**src/rtl/bsx_pkg.sv**
```systemverilog
package bsx_pkg;

   // operands and results are one bus word wide
   localparam int DATA_W = 32;

   // byte offsets of the registers on the AXI4-Lite port
   localparam logic [7:0] REG_A      = 8'h00;
   localparam logic [7:0] REG_B      = 8'h04;
   localparam logic [7:0] REG_CMD    = 8'h08;
   localparam logic [7:0] REG_STATUS = 8'h0C;
   localparam logic [7:0] REG_RESULT = 8'h10;

   // opcode as written into the low three bits of CMD
   // the code 3'd7 has no operation behind it and is refused by the slave
   typedef enum logic [2:0] {
      OP_ADD  = 3'd0,
      OP_SUB  = 3'd1,
      OP_AND  = 3'd2,
      OP_OR   = 3'd3,
      OP_XOR  = 3'd4,
      OP_SLT  = 3'd5,
      OP_SLTU = 3'd6
   } bsx_op_e;

   // command handed from the register slave to the serial datapath
   // it is only sampled by the ALU while the start strobe is high
   typedef struct packed {
      bsx_op_e           op;
      logic [DATA_W-1:0] a;
      logic [DATA_W-1:0] b;
   } bsx_cmd_t;

   // completion flags handed from the collector back to the slave
   // zero and carry describe the last finished operation
   typedef struct packed {
      logic done;
      logic zero;
      logic carry;
   } bsx_flags_t;

endpackage
```
**src/rtl/bsx_top.sv**
```systemverilog
`timescale 1ns/1ps

module bsx_top import bsx_pkg::*; #(
   parameter int W = 1
) (
   input  logic                i_clk,
   input  logic                i_rst,
   input  logic                i_awvalid,
   output logic                o_awready,
   input  logic [7:0]          i_awaddr,
   input  logic                i_wvalid,
   output logic                o_wready,
   input  logic [DATA_W-1:0]   i_wdata,
   input  logic [DATA_W/8-1:0] i_wstrb,
   output logic                o_bvalid,
   input  logic                i_bready,
   output logic [1:0]          o_bresp,
   input  logic                i_arvalid,
   output logic                o_arready,
   input  logic [7:0]          i_araddr,
   output logic                o_rvalid,
   input  logic                i_rready,
   output logic [DATA_W-1:0]   o_rdata,
   output logic [1:0]          o_rresp
);

   logic              start;
   logic              busy;
   bsx_cmd_t          cmd;
   bsx_flags_t        flags;
   logic [DATA_W-1:0] result;
   logic              cnt_en;
   logic              cnt0;
   logic              cnt_done;
   logic [W-1:0]      res_bits;
   logic              cmp;
   logic              carry;

   // host side register file and start control
   bsx_axil_regs #(.W(W)) u_regs (
      .i_clk, .i_rst,
      .i_awvalid, .o_awready, .i_awaddr,
      .i_wvalid, .o_wready, .i_wdata, .i_wstrb,
      .o_bvalid, .i_bready, .o_bresp,
      .i_arvalid, .o_arready, .i_araddr,
      .o_rvalid, .i_rready, .o_rdata, .o_rresp,
      .o_start(start), .o_cmd(cmd), .i_busy(busy),
      .i_flags(flags), .i_result(result)
   );

   // bit counter shared by the ALU and the collector
   bsx_sequencer #(.W(W)) u_seq (
      .i_clk, .i_rst, .i_start(start),
      .o_cnt_en(cnt_en), .o_cnt0(cnt0), .o_cnt_done(cnt_done), .o_busy(busy)
   );

   bsx_serial_alu #(.W(W)) u_alu (
      .i_clk, .i_rst, .i_start(start), .i_cmd(cmd),
      .i_cnt_en(cnt_en), .i_cnt0(cnt0), .i_cnt_done(cnt_done),
      .o_res_bits(res_bits), .o_cmp(cmp), .o_carry(carry)
   );

   // reassembles the serial bits into the word read back over RESULT
   bsx_result_collector #(.W(W)) u_coll (
      .i_clk, .i_rst, .i_start(start),
      .i_cnt_en(cnt_en), .i_cnt_done(cnt_done),
      .i_res_bits(res_bits), .i_cmp(cmp), .i_carry(carry),
      .o_result(result), .o_flags(flags)
   );

endmodule

```
**src/rtl/bsx_result_collector.sv**
```systemverilog
`timescale 1ns/1ps

module bsx_result_collector import bsx_pkg::*; #(
   parameter int W = 1
) (
   input  logic              i_clk,
   input  logic              i_rst,
   input  logic              i_start,
   input  logic              i_cnt_en,
   input  logic              i_cnt_done,
   input  logic [W-1:0]      i_res_bits,
   input  logic              i_cmp,
   input  logic              i_carry,
   output logic [DATA_W-1:0] o_result,
   output bsx_flags_t        o_flags
);

   logic [DATA_W-1:0] shift_q;
   logic [DATA_W-1:0] shift_d;
   logic [DATA_W-1:0] final_val;

   // new bits enter at the top so the first step ends up in the low bits
   assign shift_d = {i_res_bits, shift_q[DATA_W-1:W]};

   // compares leave all data bits at zero and contribute only bit 0
   assign final_val = {shift_d[DATA_W-1:1], shift_d[0] | i_cmp};

   always_ff @(posedge i_clk) begin
      if (i_rst) begin
         shift_q  <= '0;
         o_result <= '0;
         o_flags  <= '0;
      end else begin
         if (i_cnt_en) begin
            shift_q <= shift_d;
         end
         if (i_start) begin
            o_flags.done <= 1'b0;
         end
         // the last step is folded in directly so the value is ready one cycle later
         if (i_cnt_done) begin
            o_result      <= final_val;
            o_flags.zero  <= (final_val == '0);
            o_flags.carry <= i_carry;
            o_flags.done  <= 1'b1;
         end
      end
   end

   // start and the final step can never meet in one cycle
   no_start_at_done: assert property (@(posedge i_clk) disable iff (i_rst)
      i_cnt_done |-> !i_start);

endmodule

```
**src/rtl/bsx_serial_alu.sv**
```systemverilog
`timescale 1ns/1ps

module bsx_serial_alu import bsx_pkg::*; #(
   parameter int W = 1
) (
   input  logic         i_clk,
   input  logic         i_rst,
   input  logic         i_start,
   input  bsx_cmd_t     i_cmd,
   input  logic         i_cnt_en,
   input  logic         i_cnt0,
   input  logic         i_cnt_done,
   output logic [W-1:0] o_res_bits,
   output logic         o_cmp,
   output logic         o_carry
);

   bsx_op_e           op_q;
   logic [DATA_W-1:0] a_sr;
   logic [DATA_W-1:0] b_sr;
   logic              carry_q;
   logic [W-1:0]      a_w;
   logic [W-1:0]      b_w;
   logic [W-1:0]      b_eff;
   logic [W-1:0]      sum;
   logic              sub_op;
   logic              arith_op;
   logic              cin;
   logic              cout;
   logic              slt_bit;

   // the low W bits of each operand are consumed every active cycle
   assign a_w = a_sr[W-1:0];
   assign b_w = b_sr[W-1:0];

   // subtract and both compares compute a + ~b + 1
   assign sub_op   = (op_q == OP_SUB) | (op_q == OP_SLT) | (op_q == OP_SLTU);
   assign arith_op = sub_op | (op_q == OP_ADD);
   assign b_eff    = sub_op ? ~b_w : b_w;

   // the first step seeds the carry with the +1 of the two's complement
   assign cin = i_cnt0 ? sub_op : carry_q;
   assign {cout, sum} = {1'b0, a_w} + {1'b0, b_eff} + (W+1)'(cin);

   // with equal signs the difference cannot overflow and its sign decides
   assign slt_bit = (a_w[W-1] ^ b_w[W-1]) ? a_w[W-1] : sum[W-1];

   always_comb begin
      case (op_q)
         OP_ADD, OP_SUB: o_res_bits = sum;
         OP_AND:         o_res_bits = a_w & b_w;
         OP_OR:          o_res_bits = a_w | b_w;
         OP_XOR:         o_res_bits = a_w ^ b_w;
         // compares put their answer in bit 0 through o_cmp at the end
         default:        o_res_bits = '0;
      endcase
   end

   // unsigned less-than is a missing carry out of a + ~b + 1
   assign o_cmp   = i_cnt_done & (((op_q == OP_SLT) & slt_bit) | ((op_q == OP_SLTU) & ~cout));
   assign o_carry = i_cnt_done & arith_op & cout;

   always_ff @(posedge i_clk) begin
      if (i_rst) begin
         op_q    <= OP_ADD;
         a_sr    <= '0;
         b_sr    <= '0;
         carry_q <= 1'b0;
      end else if (i_start) begin
         op_q    <= i_cmd.op;
         a_sr    <= i_cmd.a;
         b_sr    <= i_cmd.b;
         carry_q <= 1'b0;
      end else if (i_cnt_en) begin
         a_sr    <= a_sr >> W;
         b_sr    <= b_sr >> W;
         carry_q <= cout;
      end
   end

   // the first and last step markers only arrive inside an enabled run
   step_in_run: assert property (@(posedge i_clk) disable iff (i_rst)
      (i_cnt0 || i_cnt_done) |-> i_cnt_en);

endmodule

```
**src/rtl/bsx_sequencer.sv**
```systemverilog
`timescale 1ns/1ps

module bsx_sequencer import bsx_pkg::*; #(
   parameter int W = 1
) (
   input  logic i_clk,
   input  logic i_rst,
   input  logic i_start,
   output logic o_cnt_en,
   output logic o_cnt0,
   output logic o_cnt_done,
   output logic o_busy
);

   // the upper counter walks groups of four bits with W=1 and single steps with W=4
   localparam int HI_W = $clog2(DATA_W/4);

   logic [HI_W-1:0] cnt_hi;

   // busy drops in the cycle that follows the last step
   assign o_busy = i_start | o_cnt_en;

   generate
      if (W == 1) begin : g_ring
         // cnt_r is a four bit ring that carries a single token
         // each time the token leaves bit 3 the upper counter advances
         // a running count is simply a non-empty ring, so no separate enable FF
         logic [3:0] cnt_r;

         always_ff @(posedge i_clk) begin
            if (i_rst) begin
               cnt_r  <= 4'b0000;
               cnt_hi <= '0;
            end else begin
               cnt_hi <= cnt_hi + HI_W'(cnt_r[3]);
               // the token is injected on start and blocked from re-entering at done
               cnt_r  <= {cnt_r[2:0], (cnt_r[3] & ~o_cnt_done) | (i_start & ~o_cnt_en)};
            end
         end

         assign o_cnt_en   = |cnt_r;
         assign o_cnt0     = (cnt_hi == '0) & cnt_r[0];
         assign o_cnt_done = (&cnt_hi) & cnt_r[3];
      end else if (W == 4) begin : g_step
         // four bits per cycle leaves DATA_W/4 steps for a plain counter
         always_ff @(posedge i_clk) begin
            if (i_rst) begin
               o_cnt_en <= 1'b0;
               cnt_hi   <= '0;
            end else begin
               if (i_start) begin
                  o_cnt_en <= 1'b1;
               end else if (o_cnt_done) begin
                  o_cnt_en <= 1'b0;
               end
               // the counter wraps back to zero on the last step
               cnt_hi <= cnt_hi + HI_W'(o_cnt_en);
            end
         end

         assign o_cnt0     = o_cnt_en & (cnt_hi == '0);
         assign o_cnt_done = o_cnt_en & (&cnt_hi);
      end else begin : g_bad_w
         $fatal(1, "bsx_sequencer supports W of 1 or 4 only");
      end
   endgenerate

   // a new command must wait until the running one has finished
   start_when_idle: assert property (@(posedge i_clk) disable iff (i_rst)
      i_start |-> !o_cnt_en);

   // every run is exactly DATA_W/W active cycles long
   run_length: assert property (@(posedge i_clk) disable iff (i_rst)
      o_cnt0 |-> ##(DATA_W/W - 1) o_cnt_done);

endmodule

```
**src/rtl/bsx_axil_regs.sv**
```systemverilog
`timescale 1ns/1ps

module bsx_axil_regs import bsx_pkg::*; #(
   parameter int W = 1
) (
   input  logic                  i_clk,
   input  logic                  i_rst,
   input  logic                  i_awvalid,
   output logic                  o_awready,
   input  logic [7:0]            i_awaddr,
   input  logic                  i_wvalid,
   output logic                  o_wready,
   input  logic [DATA_W-1:0]     i_wdata,
   input  logic [DATA_W/8-1:0]   i_wstrb,
   output logic                  o_bvalid,
   input  logic                  i_bready,
   output logic [1:0]            o_bresp,
   input  logic                  i_arvalid,
   output logic                  o_arready,
   input  logic [7:0]            i_araddr,
   output logic                  o_rvalid,
   input  logic                  i_rready,
   output logic [DATA_W-1:0]     o_rdata,
   output logic [1:0]            o_rresp,
   output logic                  o_start,
   output bsx_cmd_t              o_cmd,
   input  logic                  i_busy,
   input  bsx_flags_t            i_flags,
   input  logic [DATA_W-1:0]     i_result
);

   localparam logic [1:0] RESP_OKAY   = 2'b00;
   localparam logic [1:0] RESP_SLVERR = 2'b10;

   typedef enum logic {WR_IDLE, WR_RESP} wr_state_e;
   typedef enum logic {RD_IDLE, RD_RESP} rd_state_e;

   wr_state_e         wr_state;
   rd_state_e         rd_state;
   logic              wr_accept;
   logic              rd_accept;
   logic [DATA_W-1:0] a_q;
   logic [DATA_W-1:0] b_q;
   logic [DATA_W-1:0] a_merged;
   logic [DATA_W-1:0] b_merged;
   bsx_op_e           op_q;
   logic              start_q;
   logic [1:0]        bresp_q;
   logic [1:0]        rresp_q;
   logic [DATA_W-1:0] rdata_q;
   logic [DATA_W-1:0] status;

   // address and data are taken in the same cycle, and only with no B response waiting
   assign wr_accept = (wr_state == WR_IDLE) & i_awvalid & i_wvalid;
   assign o_awready = wr_accept;
   assign o_wready  = wr_accept;
   assign o_bvalid  = (wr_state == WR_RESP);
   assign o_bresp   = bresp_q;

   assign rd_accept = (rd_state == RD_IDLE) & i_arvalid;
   assign o_arready = rd_accept;
   assign o_rvalid  = (rd_state == RD_RESP);
   assign o_rdata   = rdata_q;
   assign o_rresp   = rresp_q;

   assign o_start = start_q;
   assign o_cmd   = '{op: op_q, a: a_q, b: b_q};

   // done is hidden while busy so a poll right after CMD never sees the old result
   assign status = {{(DATA_W-4){1'b0}}, i_flags.carry, i_flags.zero,
                    i_flags.done & ~i_busy, i_busy};

   // byte strobes apply to the operand registers
   always_comb begin
      a_merged = a_q;
      b_merged = b_q;
      for (int i = 0; i < DATA_W/8; i++) begin
         if (i_wstrb[i]) begin
            a_merged[8*i +: 8] = i_wdata[8*i +: 8];
            b_merged[8*i +: 8] = i_wdata[8*i +: 8];
         end
      end
   end

   always_ff @(posedge i_clk) begin
      if (i_rst) begin
         wr_state <= WR_IDLE;
         bresp_q  <= RESP_OKAY;
         a_q      <= '0;
         b_q      <= '0;
         op_q     <= OP_ADD;
         start_q  <= 1'b0;
      end else begin
         // the start strobe lasts exactly one cycle
         start_q <= 1'b0;
         case (wr_state)
            WR_IDLE: begin
               if (wr_accept) begin
                  wr_state <= WR_RESP;
                  bresp_q  <= RESP_OKAY;
                  case (i_awaddr)
                     REG_A: begin
                        if (i_busy) bresp_q <= RESP_SLVERR;
                        else a_q <= a_merged;
                     end
                     REG_B: begin
                        if (i_busy) bresp_q <= RESP_SLVERR;
                        else b_q <= b_merged;
                     end
                     REG_CMD: begin
                        // a busy datapath or the unused opcode refuses the command
                        if (i_busy || i_wdata[2:0] == 3'd7) begin
                           bresp_q <= RESP_SLVERR;
                        end else begin
                           op_q    <= bsx_op_e'(i_wdata[2:0]);
                           start_q <= 1'b1;
                        end
                     end
                     // status and result are read only and a write leaves them alone
                     REG_STATUS, REG_RESULT: bresp_q <= RESP_OKAY;
                     default: bresp_q <= RESP_SLVERR;
                  endcase
               end
            end
            WR_RESP: if (i_bready) wr_state <= WR_IDLE;
            default: wr_state <= WR_IDLE;
         endcase
      end
   end

   always_ff @(posedge i_clk) begin
      if (i_rst) begin
         rd_state <= RD_IDLE;
         rresp_q  <= RESP_OKAY;
         rdata_q  <= '0;
      end else begin
         case (rd_state)
            RD_IDLE: begin
               if (rd_accept) begin
                  rd_state <= RD_RESP;
                  rresp_q  <= RESP_OKAY;
                  case (i_araddr)
                     REG_A:      rdata_q <= a_q;
                     REG_B:      rdata_q <= b_q;
                     REG_CMD:    rdata_q <= {{(DATA_W-3){1'b0}}, op_q};
                     REG_STATUS: rdata_q <= status;
                     REG_RESULT: rdata_q <= i_result;
                     default: begin
                        rdata_q <= '0;
                        rresp_q <= RESP_SLVERR;
                     end
                  endcase
               end
            end
            RD_RESP: if (i_rready) rd_state <= RD_IDLE;
            default: rd_state <= RD_IDLE;
         endcase
      end
   end

   // the B response may not be withdrawn before the master takes it
   bvalid_hold: assert property (@(posedge i_clk) disable iff (i_rst)
      o_bvalid && !i_bready |=> o_bvalid && $stable(o_bresp));

   // a started operation reports done one cycle after its last serial step
   done_latency: assert property (@(posedge i_clk) disable iff (i_rst)
      o_start |-> ##(DATA_W/W + 1) i_flags.done);

endmodule

```
**config.mk**
```make
export PLATFORM = sky130hd
export DESIGN_NAME = bsx_top
export DESIGN_NICKNAME = d
export VERILOG_FILES = /design/src/rtl/bsx_pkg.sv /design/src/rtl/bsx_top.sv /design/src/rtl/bsx_result_collector.sv /design/src/rtl/bsx_serial_alu.sv /design/src/rtl/bsx_sequencer.sv /design/src/rtl/bsx_axil_regs.sv
export SDC_FILE = /design/constraint.sdc
export NUM_CORES = 1
export LEC_CHECK = 0
export BUFFER_PORTS_ARGS = -buffer_cell sky130_fd_sc_hd__clkbuf_2
export CAP_MARGIN = 40
export CORE_MARGIN = 2
export CORE_UTILIZATION = 59
export CTS_CLUSTER_SIZE = 24
export DETAILED_ROUTE_END_ITERATION = 10
export PLACE_DENSITY = 0.79
export SLEW_MARGIN = 5
export SYNTH_ARGS = -nofsm -noshare
export SYNTH_HDL_FRONTEND = slang
export SYNTH_HIERARCHICAL = 1
export SYNTH_SLANG_ARGS = --single-unit
export TNS_END_PERCENT = 20
```
**constraint.sdc**
```tcl
create_clock -name i_clk -period 3.67 [get_ports i_clk]
set_clock_uncertainty 0.05 [all_clocks]
set_input_delay 0.1835 -clock i_clk [delete_from_list [all_inputs] [get_ports i_clk]]
set_output_delay 0.1835 -clock i_clk [all_outputs]
set_load 0.02 [all_outputs]
```
==> flow_summary.ini, run 1 <==
[outcome]
status = finished, final reports clean

[timing]
finalSetupViolCount = 0
tns_ps = 0
whs_ps = 9.450
setup_ws_ps = 571.1
rsz0062_at_grt = false
relSlewSlack = 0.4277
timing.final.crit_share = 0.8444
max_freq_mhz = 322.7
finalCriticalPeriod_ps = 3099
timing.final.max_slew_violations = 0
hold_violations = 0
tightest_slew_ps = 852.0

[power]
power_mw = 5.228
p_leak_nw = 4.599
cellPowerDensity_nw_per_um2 = 425.5
irDropWorstVdd_mv = 0.4017

[cts]
cts_tree = done
cts_sinks = 245
path_clk_slew_ps = 70
cts_buffers = 25
htree_levels = 1
clock-root-buffer = clkbuf_16
post_cts_buffers = 0
clock_path_buffers = 3
worstSkewPairLatency_ps = 520

[route]
post_drt_via_cell_ratio = 5.655
wire_per_inst_um = 17.72
route.top_layer_used = met4
ant_nets = 0
met2_length_um = 11880
finalWirelength_um = 24380
first_pass_iters = 5
drc = 0
wl_met1_um = 10880
met3_length_um = 967
vias = 7781
drtIter0Drc = 457

[placed_design]
io_buffers = 97
pre_cts_ws_ps = 599.8
gp_congestion = 0.7880
dp_cells = 1293
place_area_um2 = 11160
detailed_place_hpwl_um = 15710

[yosys]
synthArstFlopShare = 0
synth_area_leaders = dfxtp_1, mux2i_1, nor2_1
synth_edf_count = 0
yosysSeqAreaShare = 0.4631
yosys_warnings = 6
syn-instance-count = 1025
avgSynthCellArea_um2 = 10.33
netlist.area_leader.share = 0.4631
ys.flop_type = dfxtp_1
ys_types = 54
synth_top_cell_by_area = dfxtp_1
syn_area_um2 = 10590
ys_seq_elements = 245

[cells_and_area]
fill_cells = 1302
drive_gt1_frac = 0.1774
syn2layout_area_growth_pct = 16.03
layout.cells.non_filler = 1376
utilization = 0.7055
nets = 1197
fin_area_um2 = 12290

[global_routing]
grt_pass1_vias = 7782
grt_overflow = 0
grt_max_degree = 68
grt_use_total = 0.2592
grt_first_pass_wirelength_um = 39380
antenna_found_initial = 1

[worst_setup_path]
slowest_stage = nor4_4
ff2ff_path_depth = 6
required_ps = 4000
setup.worst_path.start_class = flip-flop
cp_cell_sequence = or4_4, nand2b_1, or4b_1, nor4_4, mux2i_1, nor2_1
endpoint_kind = flip-flop
slowest_delay_ps = 750
cp_max_fo = 8
worst-path-buf-inv = 0
cp.depth = 6
crit_arrival_ps = 3430
critPathTopFamily = simple AND/OR/NAND/NOR gates
critPathKind = flip-flop to flip-flop

[floorplan]
ios = 100
start_util = 0.6080
rows = 48
die_y_um = 138.0
coreArea_um2 = 17420
die_area_um2 = 19040
fp.dieW_um = 138.0

[worst_hold_path]
hold_class = input port to flip-flop
holdPathStages = 5

[run]
drv_cap = 0
## routing by layer
metal	GRT usage	vias up
li1	-	3791
met1	0.3280	3769
met2	0.4576	175
met3	0.03618	46
met4	0.08050	0
met5	0	-
## placed cells by master (no fill, tap or decap), drive strengths merged, types with 2 or more instances in the layout
cell type    netlist  final
nor2             205    205
mux2              66     66
o32ai              3      3
ha                 4      4
or4                3      3
a31oi              2      2
nand2             34     34
a21oi             11     11
a22oi              2      2
xnor2              2      2
nor2b             11     11
conb               1      2
dfxtp            245    245
nand3              7      7
buf               41     18
o21ai             36     36
nor3b              4      4
dlygate4sd3        0     38
a22o              32     32
inv                5      5
nor3               2      2
mux2i            226    226
clkinv             0      2
and2               2      2
nand3b             2      2
nand4b             5      5
nand4              2      2
o31ai              2      2
nand2b             4      4
and4               2      2
clkbuf            31    137
nor4              18     18
or2                2      2
## sequential cells by signal (all words and copies together), names as in the netlist, 3 cells and up
| register | flops |
|---|---|
| u_regs/b_q | 32 |
| u_regs/op_q | 3 |
| u_coll/o_result | 32 |
| u_alu/a_sr | 32 |
| u_seq/g_ring.cnt_r | 4 |
| u_alu/op_q | 3 |
| u_alu/b_sr | 32 |
| u_coll/o_flags | 3 |
| u_regs/o_rdata | 32 |
| u_coll/shift_q | 31 |
| u_regs/a_q | 32 |
| u_seq/cnt_hi | 3 |
## path summary, 6_finish.rpt
check	slack, ps	start	to
max	570	u_seq/g_ring.cnt_r[0]	u_regs/b_q[0]
min	9	i_araddr[0]	u_regs/o_rresp[1]
max reg2reg	570	u_seq/g_ring.cnt_r[0]	u_regs/b_q[0]
min reg2reg	420	u_regs/o_rdata[8]	u_regs/o_rdata[8]
## cell type report
type | instances | area [um^2] | share of cell area
clock inverter | 3 | 17.52 | 0.001426
clock buffer | 41 | 725.7 | 0.05906
inverter | 5 | 18.77 | 0.001527
multi-input combinational | 704 | 5289 | 0.4304
sequential | 245 | 4908 | 0.3995
antenna | 1 | 2.502 | 0.0002036
timing repair buffer | 152 | 1045 | 0.08502
tap | 225 | 281.5 | 0.02291
## cell usage after synthesis (2+ instances only)
library cell / n
a21oi_1: 11
a31oi_1: 2
o31ai_1: 2
nand4b_1: 5
buf_1: 4
mux2_4: 10
dfxtp_1: 245
nand3b_1: 2
or4_4: 2
clkbuf_1: 31
o21ai_1: 4
nor4_1: 10
nand3_1: 7
nand2_1: 34
buf_6: 7
nor2b_1: 11
nand4_1: 2
ha_1: 4
inv_1: 5
a22o_1: 32
a22oi_1: 2
and2_1: 2
o21ai_0: 32
nor3b_1: 4
buf_4: 11
nor4_4: 8
o32ai_1: 2
nand2b_1: 4
and4_1: 2
buf_2: 19
mux2_2: 30
mux2_1: 26
nor3_1: 2
xnor2_1: 2
nor2_1: 205
mux2i_1: 226
## report_power, final
part	switching (mW)	leakage, nW	total (mW)	internal, mW
Clock	1.00	0.359	2.34	1.34
Combinational	0.137	2.27	0.218	0.0810
Sequential	0.00337	1.97	2.67	2.66
Total	1.15	4.60	5.23	4.08
## worst reg2reg max path: cells and delay by family (launching register included)
| kind | cells | cell delay (ps) |
|---|---|---|
| flops | 1 | 330 |
| mux | 1 | 290 |
| simple gates | 5 | 2300 |
## timing repair
action                                 in CTS  in global routing
gates resized for setup                     0                  0
endpoints found under the hold margin      71                  0
hold buffers                               38                  0
## logic make-up after synthesis
group | count (synthesis) | share of synthesized area
simple gates | 309 | 0.1414
mux | 292 | 0.2873
flops | 245 | 0.4631
compound gates | 93 | 0.06026
buf+inv | 77 | 0.03840
fa+ha+maj | 5 | 0.006617
xor+xnor | 3 | 0.002482
other cells | 1 | 0.0003541
Power figures use the tool's default switching activity.
==> run 2: changes to the inputs <==
Settings changed: CORE_UTILIZATION 59 to 53, PLACE_DENSITY 0.79 to 0.75.
Clock period 3.67 ns to 2.67 ns, I/O delays scaled along.
==> run 2 against run 1 <==
Compared with the run above:
- register-to-register slack got worse by 520 ps
- final cell count is 3.9% higher
- wire length down 2.6%
- combinational power rose by 42%
- largest power group unchanged
- maximum frequency rose by 18%
- flip-flop and latch count unchanged
- power grew 37%
- clock-buffer cell count fell by 5
- global-route usage shrank 4.3 points
- first-iteration DRC count shrank 3.1%
- sequential share of layout area fell by 0.88 points
==> flow_summary.ini, run 2 (synthesized netlist as in run 1, its figures left out) <==
[timing]
timing.final.max_slew_violations = 0
whs_ps = 35.19
tightest_slew_ps = 748.1
hold_violations = 0
finalCriticalPeriod_ps = 2619
setup_ws_ps = 50.52
finalSetupViolCount = 0
timing.final.crit_share = 0.9811
relSlewSlack = 0.5013
max_freq_mhz = 381.8
rsz0062_at_grt = true

[cells_and_area]
syn2layout_area_growth_pct = 18.70
nets = 1214
final_common_cell = dfxtp_1
utilization = 0.6438
layout_common_cells = dfxtp_1, mux2i_1, nor2_1
n_antenna_cell = 0
drive_gt1_frac = 0.1967
fin_area_um2 = 12570
fill_cells = 1574

[power]
cellPowerDensity_nw_per_um2 = 568.3
p_seq_frac = 0.513
intPower_mw = 5.597
switching_share = 0.2165
p_leak_nw = 4.718
clkPwrFrac = 0.444
p_switching_mw = 1.547
combPwrFrac = 0.043
irDropWorstVdd_mv = 0.5130

[cts]
path_clk_slew_ps = 60
cts_tree = done
cts_buffers = 25
clock-root-buffer = clkbuf_16
cts_sinks = 245
clock_path_buffers = 3
htree_levels = 1
worstSkewPairLatency_ps = 500

[floorplan]
ios = 100
coreArea_um2 = 19530
die_area_um2 = 21130
start_util = 0.5424
rows = 51
fp.dieW_um = 145.4
die_y_um = 145.4

[global_routing]
grt_pass1_vias = 7472
grt_overflow = 0
grt_max_degree = 107
grt_use_total = 0.2161
grt_first_pass_wirelength_um = 38180
antenna_found_initial = 0

[worst_setup_path]
slowest_delay_ps = 550
slowest_stage = or4_4
setup.worst_path.start_class = flip-flop
cp_cell_sequence = or4_4, nand2b_4, or4b_4, buf_6, nor4_4, buf_12, mux2i_1, nor2_1
cp_max_fo = 8
worst-path-buf-inv = 2
critPathKind = flip-flop to flip-flop
endpoint_kind = flip-flop
required_ps = 2990
critPathTopFamily = simple AND/OR/NAND/NOR gates
crit_arrival_ps = 2940

[placed_design]
place_area_um2 = 11390
detailed_place_hpwl_um = 15200
io_buffers = 97
gp_congestion = 0.7867
pre_cts_ws_ps = 8.008

[outcome]
status = finished, final reports clean

[worst_hold_path]
hold_class = input port to flip-flop

[route]
ant_nets = 0
post_drt_via_cell_ratio = 5.411
drc = 0
wire_per_inst_um = 16.61
vias = 7732
first_pass_iters = 5
drtIter0Drc = 443
finalWirelength_um = 23740

[run]
drv_cap = 0
==> run 2: cell types whose count changed in the layout (fill, tap and decap cells not counted), sizes merged <==
cell | before | now
buf | 18 | 33
clkbuf | 137 | 132
clkinv | 2 | 5
dlygate4sd3 | 38 | 40
clkinvlp | 1 | 0
diode | 1 | 0
==> run 2: per-stage QoR <==
step           power, mW  setup TNS, ps  instances
2_1_floorplan      3.890              0       1026
4_1_cts            7.203              0       1428
3_3_place_gp       4.005              0       1347
3_5_place_dp       4.006              0       1347
6_report           7.144              0       1429
5_1_grt            7.383         -343.2       1429
==> run 2: final timing paths <==
| check | from | end | slack, ps | cells past startpoint |
|---|---|---|---|---|
| hold reg to reg | u_seq/g_ring.cnt_r[1] | u_seq/g_ring.cnt_r[2] | 420 | 1 |
| hold / removal | i_awaddr[4] | u_regs/o_bresp[1] | 40 | 3 |
| setup / recovery | u_seq/g_ring.cnt_r[1] | u_regs/b_q[19] | 50 | 8 |
| setup reg to reg | u_seq/g_ring.cnt_r[1] | u_regs/b_q[19] | 50 | 8 |
==> run 2: layout make-up <==
class                           count  area (um^2)  area share
Clock buffer                       36        706.9     0.05624
Clock inverter                      5        25.02    0.001991
Inverter                            5        18.77    0.001493
Multi-Input combinational cell    704         5329      0.4239
Sequential cell                   245         4911      0.3907
Tap cell                          265        331.6     0.02638
Timing Repair Buffer              169         1249     0.09933
==> run 2: tightest hold or removal path: stages <==
cell	delay [ps]
clkbuf_2	120
o221ai_1	210
a21oi_1	70
==> run 2: timing repair <==
| item | 4_1_cts | 5_1_grt |
|---|---|---|
| setup endpoints to repair | 4 | 33 |
| pin swaps | 1 | 8 |
| resized for setup | 0 | 11 |
| buffers inserted | 0 | 1 |
| endpoints found under the hold margin | 99 | 0 |
| hold buffers | 40 | 0 |
==> run 2: power groups by stage <==
stage	Combinational [mW]	Clock, mW	Sequential (mW)
floorplan	0.140	0	3.75
global placement	0.261	0	3.74
detailed placement	0.262	0	3.74
CTS	0.307	3.23	3.66
global route	0.332	3.39	3.66
finish	0.310	3.17	3.66
==> run 2: metal layers <==
| layer | GRT usage | wire length [um] |
|---|---|---|
| met1 | 0.3031 | 11430 |
| met2 | 0.3576 | 10910 |
| met3 | 0.02947 | 986 |
| met4 | 0.04706 | 415 |
| met5 | 0 | 0 |
